==> config.mk <==
export PLATFORM = sky130hd
export DESIGN_NAME = qenc_capture_top
export DESIGN_NICKNAME = d
export VERILOG_FILES = /design/src/logic/qenc_status_pkg.sv /design/src/logic/qenc_cfg_pkg.sv /design/src/logic/qenc_capture_top.sv /design/src/logic/qenc_config_regs.sv /design/src/logic/qenc_position_counter.sv /design/src/logic/qenc_step_decoder.sv /design/src/logic/qenc_input_filter.sv
export VERILOG_INCLUDE_DIRS = /design/src /design/src/logic
export SDC_FILE = /design/constraint.sdc
export NUM_CORES = 1
export LEC_CHECK = 0
export ABC_CLOCK_PERIOD_IN_PS = 8100
export BUFFER_PORTS_ARGS = -buffer_cell sky130_fd_sc_hd__buf_4
export CAP_MARGIN = 40
export CORE_ASPECT_RATIO = 0.75
export CORE_MARGIN = 8
export CORE_UTILIZATION = 25
export CTS_CLUSTER_SIZE = 20
export DETAILED_ROUTE_END_ITERATION = 12
export PLACE_DENSITY = 0.5
export RECOVER_POWER = 50
export SLEW_MARGIN = 20
export SYNTH_ARGS = -nofsm -noshare
export SYNTH_HDL_FRONTEND = slang
export SYNTH_HIERARCHICAL = 1
export SYNTH_SLANG_ARGS = --single-unit
==> constraint.sdc <==
create_clock -name clk -period 8.1 [get_ports clk]
set_input_delay 0.405 -clock clk [delete_from_list [all_inputs] [get_ports clk]]
set_output_delay 0.405 -clock clk [all_outputs]
set_load 0.005 [all_outputs]
==> src/logic/qenc_consts.svh <==
`ifndef QENC_CONSTS_SVH
`define QENC_CONSTS_SVH

// ************************************************************
// capture block sizing
// ************************************************************

// encoder channels
`define QENC_CHANNELS 2

// running and latched position count, two's complement
`define QENC_COUNT_WIDTH 16

// illegal step count, saturating
`define QENC_ERR_WIDTH 8

// ************************************************************
// register port
// ************************************************************

`define QENC_ADDR_WIDTH 4

`define QENC_DATA_WIDTH 16

`endif
==> src/logic/qenc_status_pkg.sv <==
`default_nettype none

`include "qenc_consts.svh"

package qenc_status_pkg;

    // decoded phase change
    typedef enum logic [1:0] {
        STEP_NONE    = 2'b00,
        STEP_UP      = 2'b01,
        STEP_DOWN    = 2'b10,
        STEP_ILLEGAL = 2'b11
    } step_t;

    typedef logic signed [`QENC_COUNT_WIDTH-1:0] count_t;

    typedef logic [`QENC_ERR_WIDTH-1:0] err_count_t;

endpackage

`default_nettype wire

==> src/logic/qenc_cfg_pkg.sv <==
`default_nettype none

`include "qenc_consts.svh"

package qenc_cfg_pkg;

    // register map
    typedef enum logic [`QENC_ADDR_WIDTH-1:0] {
        ADDR_CTRL   = 0,
        ADDR_LATCH  = 1,
        ADDR_COUNT0 = 2,
        ADDR_COUNT1 = 3,
        ADDR_ERR0   = 4,
        ADDR_ERR1   = 5
    } reg_addr_t;

    // one bit per channel, used for swap and latch masks
    typedef logic [`QENC_CHANNELS-1:0] chan_mask_t;

endpackage

`default_nettype wire

==> src/logic/qenc_capture_top.sv <==
`timescale 1ns/1ns
`default_nettype none

`include "qenc_consts.svh"

module qenc_capture_top (
    input  logic                          clk,
    input  logic                          reset,
    input  logic [`QENC_CHANNELS-1:0]     enc_a,
    input  logic [`QENC_CHANNELS-1:0]     enc_b,
    input  logic                          latch_in,
    input  logic                          wr_en,
    input  logic [`QENC_ADDR_WIDTH-1:0]   addr,
    input  logic [`QENC_DATA_WIDTH-1:0]   wr_data,
    output logic [`QENC_DATA_WIDTH-1:0]   rd_data
);

    import qenc_cfg_pkg::*;
    import qenc_status_pkg::*;

    chan_mask_t swap;
    chan_mask_t latch;
    logic       filt_a [`QENC_CHANNELS];
    logic       filt_b [`QENC_CHANNELS];
    step_t      step [`QENC_CHANNELS];
    count_t     latched_count [`QENC_CHANNELS];
    err_count_t latched_err [`QENC_CHANNELS];

    qenc_config_regs u_regs (
        .clk           (clk),
        .reset         (reset),
        .wr_en         (wr_en),
        .addr          (addr),
        .wr_data       (wr_data),
        .latch_in      (latch_in),
        .latched_count (latched_count),
        .latched_err   (latched_err),
        .rd_data       (rd_data),
        .swap          (swap),
        .latch         (latch)
    );

    // ************************************************************
    // channel chains
    // ************************************************************

    for (genvar ch = 0; ch < `QENC_CHANNELS; ch++) begin : g_chan
        qenc_input_filter u_filter (
            .clk    (clk),
            .reset  (reset),
            .swap   (swap[ch]),
            .enc_a  (enc_a[ch]),
            .enc_b  (enc_b[ch]),
            .filt_a (filt_a[ch]),
            .filt_b (filt_b[ch])
        );

        qenc_step_decoder u_decoder (
            .clk    (clk),
            .reset  (reset),
            .filt_a (filt_a[ch]),
            .filt_b (filt_b[ch]),
            .step   (step[ch])
        );

        qenc_position_counter u_counter (
            .clk           (clk),
            .reset         (reset),
            .step          (step[ch]),
            .latch         (latch[ch]),
            .latched_count (latched_count[ch]),
            .latched_err   (latched_err[ch])
        );
    end

endmodule

`default_nettype wire

==> src/logic/qenc_config_regs.sv <==
`timescale 1ns/1ns
`default_nettype none

`include "qenc_consts.svh"

module qenc_config_regs (
    input  logic                          clk,
    input  logic                          reset,
    input  logic                          wr_en,
    input  logic [`QENC_ADDR_WIDTH-1:0]   addr,
    input  logic [`QENC_DATA_WIDTH-1:0]   wr_data,
    input  logic                          latch_in,
    input  qenc_status_pkg::count_t       latched_count [`QENC_CHANNELS],
    input  qenc_status_pkg::err_count_t   latched_err [`QENC_CHANNELS],
    output logic [`QENC_DATA_WIDTH-1:0]   rd_data,
    output qenc_cfg_pkg::chan_mask_t      swap,
    output qenc_cfg_pkg::chan_mask_t      latch
);

    import qenc_cfg_pkg::*;

    reg_addr_t  reg_addr;
    chan_mask_t wr_mask;
    chan_mask_t latch_next;

    assign reg_addr = reg_addr_t'(addr);
    assign wr_mask  = wr_data[`QENC_CHANNELS-1:0];

    // ************************************************************
    // write side
    // ************************************************************

    // register write picks channels by mask, strobe takes all
    always_comb begin
        latch_next = {`QENC_CHANNELS{latch_in}};
        if (wr_en && reg_addr == ADDR_LATCH) begin
            latch_next = latch_next | wr_mask;
        end
    end

    always_ff @(posedge clk or posedge reset) begin
        if (reset) begin
            swap <= '0;
        end else if (wr_en && reg_addr == ADDR_CTRL) begin
            swap <= wr_mask;
        end
    end

    // one cycle pulse per channel
    always_ff @(posedge clk or posedge reset) begin
        if (reset) begin
            latch <= '0;
        end else begin
            latch <= latch_next;
        end
    end

    // ************************************************************
    // readback
    // ************************************************************

    // latch register is write only
    always_comb begin
        case (reg_addr)
            ADDR_CTRL: begin
                rd_data = `QENC_DATA_WIDTH'(swap);
            end
            ADDR_COUNT0: begin
                rd_data = `QENC_DATA_WIDTH'(latched_count[0]);
            end
            ADDR_COUNT1: begin
                rd_data = `QENC_DATA_WIDTH'(latched_count[1]);
            end
            ADDR_ERR0: begin
                rd_data = `QENC_DATA_WIDTH'(latched_err[0]);
            end
            ADDR_ERR1: begin
                rd_data = `QENC_DATA_WIDTH'(latched_err[1]);
            end
            default: begin
                rd_data = '0;
            end
        endcase
    end

endmodule

`default_nettype wire

==> src/logic/qenc_position_counter.sv <==
`timescale 1ns/1ns
`default_nettype none

module qenc_position_counter (
    input  logic                        clk,
    input  logic                        reset,
    input  qenc_status_pkg::step_t      step,
    input  logic                        latch,
    output qenc_status_pkg::count_t     latched_count,
    output qenc_status_pkg::err_count_t latched_err
);

    import qenc_status_pkg::*;

    count_t     run_count;
    err_count_t run_err;
    count_t     base_count;
    err_count_t base_err;
    count_t     next_count;
    err_count_t next_err;

    // a latch restarts from zero, a step in the same cycle still counts
    assign base_count = latch ? '0 : run_count;
    assign base_err   = latch ? '0 : run_err;

    always_comb begin
        case (step)
            STEP_UP:   next_count = base_count + count_t'(1);
            STEP_DOWN: next_count = base_count - count_t'(1);
            default:   next_count = base_count;
        endcase
    end

    // stick at the top
    always_comb begin
        if (step == STEP_ILLEGAL && base_err != '1) begin
            next_err = base_err + err_count_t'(1);
        end else begin
            next_err = base_err;
        end
    end

    // ************************************************************
    // running and latched counts
    // ************************************************************

    always_ff @(posedge clk or posedge reset) begin
        if (reset) begin
            run_count     <= '0;
            run_err       <= '0;
            latched_count <= '0;
            latched_err   <= '0;
        end else begin
            if (latch) begin
                latched_count <= run_count;
                latched_err   <= run_err;
            end
            run_count <= next_count;
            run_err   <= next_err;
        end
    end

endmodule

`default_nettype wire

==> src/logic/qenc_step_decoder.sv <==
`timescale 1ns/1ns
`default_nettype none

module qenc_step_decoder (
    input  logic                    clk,
    input  logic                    reset,
    input  logic                    filt_a,
    input  logic                    filt_b,
    output qenc_status_pkg::step_t  step
);

    import qenc_status_pkg::*;

    logic  prev_a;
    logic  prev_b;
    step_t step_next;

    // ************************************************************
    // transition table
    // ************************************************************

    // index is {prev_b, prev_a, b, a}
    // forward Gray order of {b, a} is 00, 01, 11, 10
    always_comb begin
        case ({prev_b, prev_a, filt_b, filt_a})
            4'b0001,
            4'b0111,
            4'b1110,
            4'b1000: step_next = STEP_UP;
            4'b0010,
            4'b1011,
            4'b1101,
            4'b0100: step_next = STEP_DOWN;
            // both lines moved at once
            4'b0011,
            4'b0110,
            4'b1001,
            4'b1100: step_next = STEP_ILLEGAL;
            default: step_next = STEP_NONE;
        endcase
    end

    // ************************************************************
    // phase and step registers
    // ************************************************************

    always_ff @(posedge clk or posedge reset) begin
        if (reset) begin
            prev_a <= 1'b0;
            prev_b <= 1'b0;
            step   <= STEP_NONE;
        end else begin
            prev_a <= filt_a;
            prev_b <= filt_b;
            step   <= step_next;
        end
    end

endmodule

`default_nettype wire

==> src/logic/qenc_input_filter.sv <==
`timescale 1ns/1ns
`default_nettype none

module qenc_input_filter (
    input  logic clk,
    input  logic reset,
    input  logic swap,
    input  logic enc_a,
    input  logic enc_b,
    output logic filt_a,
    output logic filt_b
);

    logic [3:0] hist_a;
    logic [3:0] hist_b;

    // two of three vote
    function automatic logic majority(input logic [2:0] taps);
        return (taps[2] & taps[1]) | (taps[2] & taps[0]) | (taps[1] & taps[0]);
    endfunction

    // ************************************************************
    // sample history
    // ************************************************************

    // swap exchanges the lines before the first stage
    always_ff @(posedge clk or posedge reset) begin
        if (reset) begin
            hist_a <= '0;
            hist_b <= '0;
        end else begin
            hist_a <= {hist_a[2:0], swap ? enc_b : enc_a};
            hist_b <= {hist_b[2:0], swap ? enc_a : enc_b};
        end
    end

    // tap 0 is the raw sample and stays out of the vote
    assign filt_a = majority(hist_a[3:1]);
    assign filt_b = majority(hist_b[3:1]);

endmodule

`default_nettype wire

==> results.cfg <==
[outcome]
status = complete, but fails checks
violations = max-capacitance violations, max-slew violations

[sta]
slew_headroom_pct = -86.5
rsz0062_at_grt = false
worst-slew-pin-transition_ns = 2.80
finalCritPeriodShare_pct = 43.5
finClkSkew_ns = 0.00688
drv_slew = 98
setup-violations-final = 0
holdWs_ns = 0.205
hold_violations = 0
period_minus_slack_ns = 3.52
max_freq_ghz = 0.284
setup-tns-final_ns = 0

[yosys]
netlist.top_cell.by_area = dfrtp_1
synth.most_common_cell = dfrtp_1
synth-async-reset-ratio_pct = 100
ys_seq_elements = 124
synth_top_area_share_pct = 41.5
synth_flop_cell = dfrtp_1
synth-edff-count = 0
yosys-top-cells-count = 124 x dfrtp_1, 56 x mux2_2, 49 x nand2_1
synth.area.top_cells = dfrtp_1 41%, mux2_2 8.4%, xnor2_1 4.7%
syn-cell-area_um2 = 7480
ys_seq_area_share_pct = 41.5
yosys_warnings = 6
synth.distinct_cells = 85
avgSynthCellArea_um2 = 10.4
synth_nets = 774
synthCells = 722

[cts]
cts_buffers = 17
cts_resized = 0
h-tree-depth = 4
clkTransAtPathRegs_ns = 0.06
holdBufCountCts = 1
clkSinkCount = 124
cts_tree = yes
insertion_delay_ns = 0.41
clock_path_buffers = 2
cts.repair_timing.setup_buffer_count = 0
cts_root_buf = clkbuf_16

[placed_design]
dp_hpwl_mm = 12.4
dp_cells = 1123
place_area_um2 = 8100
port_buffers = 29
globalplace.congestion = 0.790

[final_layout]
final_nets = 796
fin_area_um2 = 8650
multiInputGateArea_um2 = 4080
fill_cells = 3084
syn2layout_area_growth_pct = 15.6
layout-drive-gt1-share_pct = 20.5
seq_area_um2 = 3100
diodes = 0
instances_no_fill = 1156

[worst_setup_path]
crit_slowest_cell = buf_4
crit_chain = buf_4, clkinv_1, nand2_1, xnor2_1, ha_1, a21boi_0, a2bb2oi_1, o31ai_2, nand2_1, mux2i_1, a211oi_1, xnor2_1
critPathMaxFanout = 55
crit_family = buffers and inverters
cpPeakStageDelay_ns = 0.52
worstSetupPathType = reg2reg
worstPathArrival_ns = 3.86
worst_ep_required_time_ns = 8.44
rrSetupSlack_ns = 4.58
startpoint_type = flop
crit_path_end_kind = flop
worst-path-buf-inv = 2

[floorplan]
die_area_um2 = 35800
io_pins = 44
die_height_um = 166
row_count = 55
core_area_um2 = 29800
start_util_pct = 25.1
die_w_um = 216

[drt]
wl_per_cell_um = 15.2
viasPerCell = 4.71
wl_mm = 17.6
vias = 5440
drc = 0
ant_nets = 0
dr.first_iter.drc_count = 476
dr.pass1.iters = 5

[power_and_ir_drop]
p_leak_nw = 3.69
peakVddDrop_mv = 0.174
finalPower_mw = 2.76
cellPowerDensity_nw_per_um2 = 319

[global_routing]
antenna_found_initial = 0
grt_overflow = 0
grt_util_all_layers_pct = 9.88
grt_pass1_wl_mm = 29.0
grt_max_degree = 56
first_global_vias = 5210

[flow_run]
drv_cap = 2

[hold_path]
worstHoldPathType = in2reg
through the flow:
step                      util (%)  setup WS, ns
final                         29.0          4.58
after floorplan                  -          5.07
after detailed placement      27.2          4.59
after global routing          29.0          4.05
after CTS                     29.2          4.57
after global placement        27.1          4.59
layout make-up:
class	count	share of cell area [%]
Sequential cell	124	35.9
Timing Repair Buffer	40	3.41
Tap cell	399	5.77
Inverter	20	0.867
Clock buffer	19	5.00
Multi-Input combinational cell	541	47.2
Clock inverter	13	1.92
cell usage in the layout (no fill, tap or decap), drive strengths merged, types with 4 or more instances in the layout:
master  count
dfrtp     124
mux2       58
nand2      49
xnor2      40
nor2b      39
nor2       36
buf        35
a21oi      31
o21ai      31
ha         24
clkbuf     23
mux2i      22
inv        20
xor2       16
a22oi      14
nand2b     14
nand3      11
nor3       10
nand4       9
o21bai      8
o211ai      8
a31o        8
a211oi      8
a21o        7
o22ai       7
a31oi       7
nor3b       7
clkinv      7
or3         6
or2         6
o31ai       5
a211o       4
maj3        4
a221oi      4
worst paths after layout:
path                                                    from                                    end  cells past startpoint
worst min register to register  g_chan[0].u_filter/hist_a[0]           g_chan[0].u_filter/hist_a[1]                      0
min in group asynchronous                              reset            g_chan[1].u_decoder/step[0]                      3
worst min-delay path                                latch_in                        u_regs/latch[0]                      2
worst max register to register               u_regs/latch[1]       g_chan[1].u_counter/run_count[8]                     12
worst max-delay path                         u_regs/latch[1]       g_chan[1].u_counter/run_count[8]                     12
max in group asynchronous                              reset  g_chan[1].u_counter/latched_count[11]                      4
layer usage:
layer,share of wire (%),up-vias,wire (um),track usage (%)
met5,0,-,0,0
met4,0.47,0,82,2.22
met3,3.6,7,637,2.44
met2,39,94,6910,12.9
met1,57,2680,9970,15.6
li1,-,2659,-,-
registers in the layout, indices dropped and copies added, names as in the netlist:
| register | flops |
|---|---|
| g_chan.u_filter/hist_a | 8 |
| g_chan.u_decoder/prev_a | 2 |
| g_chan.u_counter/latched_count | 32 |
| g_chan.u_counter/run_err | 16 |
| g_chan.u_decoder/prev_b | 2 |
| g_chan.u_decoder/step | 4 |
| u_regs/latch | 2 |
| g_chan.u_counter/latched_err | 16 |
| u_regs/swap | 2 |
| g_chan.u_filter/hist_b | 8 |
| g_chan.u_counter/run_count | 32 |
kinds of logic after synthesis:
family,after synthesis,synth area share [%]
AO/OA/AOI/OAI,171,17.0
multiplexers,80,11.8
adder cells (fa/ha/maj),28,4.61
AND/OR/NAND/NOR,206,15.1
XOR/XNOR,56,6.55
flip-flops,124,41.5
buffers and inverters,57,3.54
worst reg2reg max path, delay by kind of cell (launching register included):
family	cells	cell delay, ns
muxes	1	0.16
buffers and inverters	2	1.05
DFF	1	0.33
AOI/OAI and AO/OA	4	0.96
and+or+nand+nor	2	0.43
xor gates and xnor gates	2	0.28
adders and majority gates	1	0.24
power by group:
part	internal, mW	switching [mW]	total [mW]
logic	0.461	0.589	1.05
clock network	0.486	0.294	0.781
registers	0.792	0.141	0.933
Note: power is estimated with default switching activity, not from simulation.
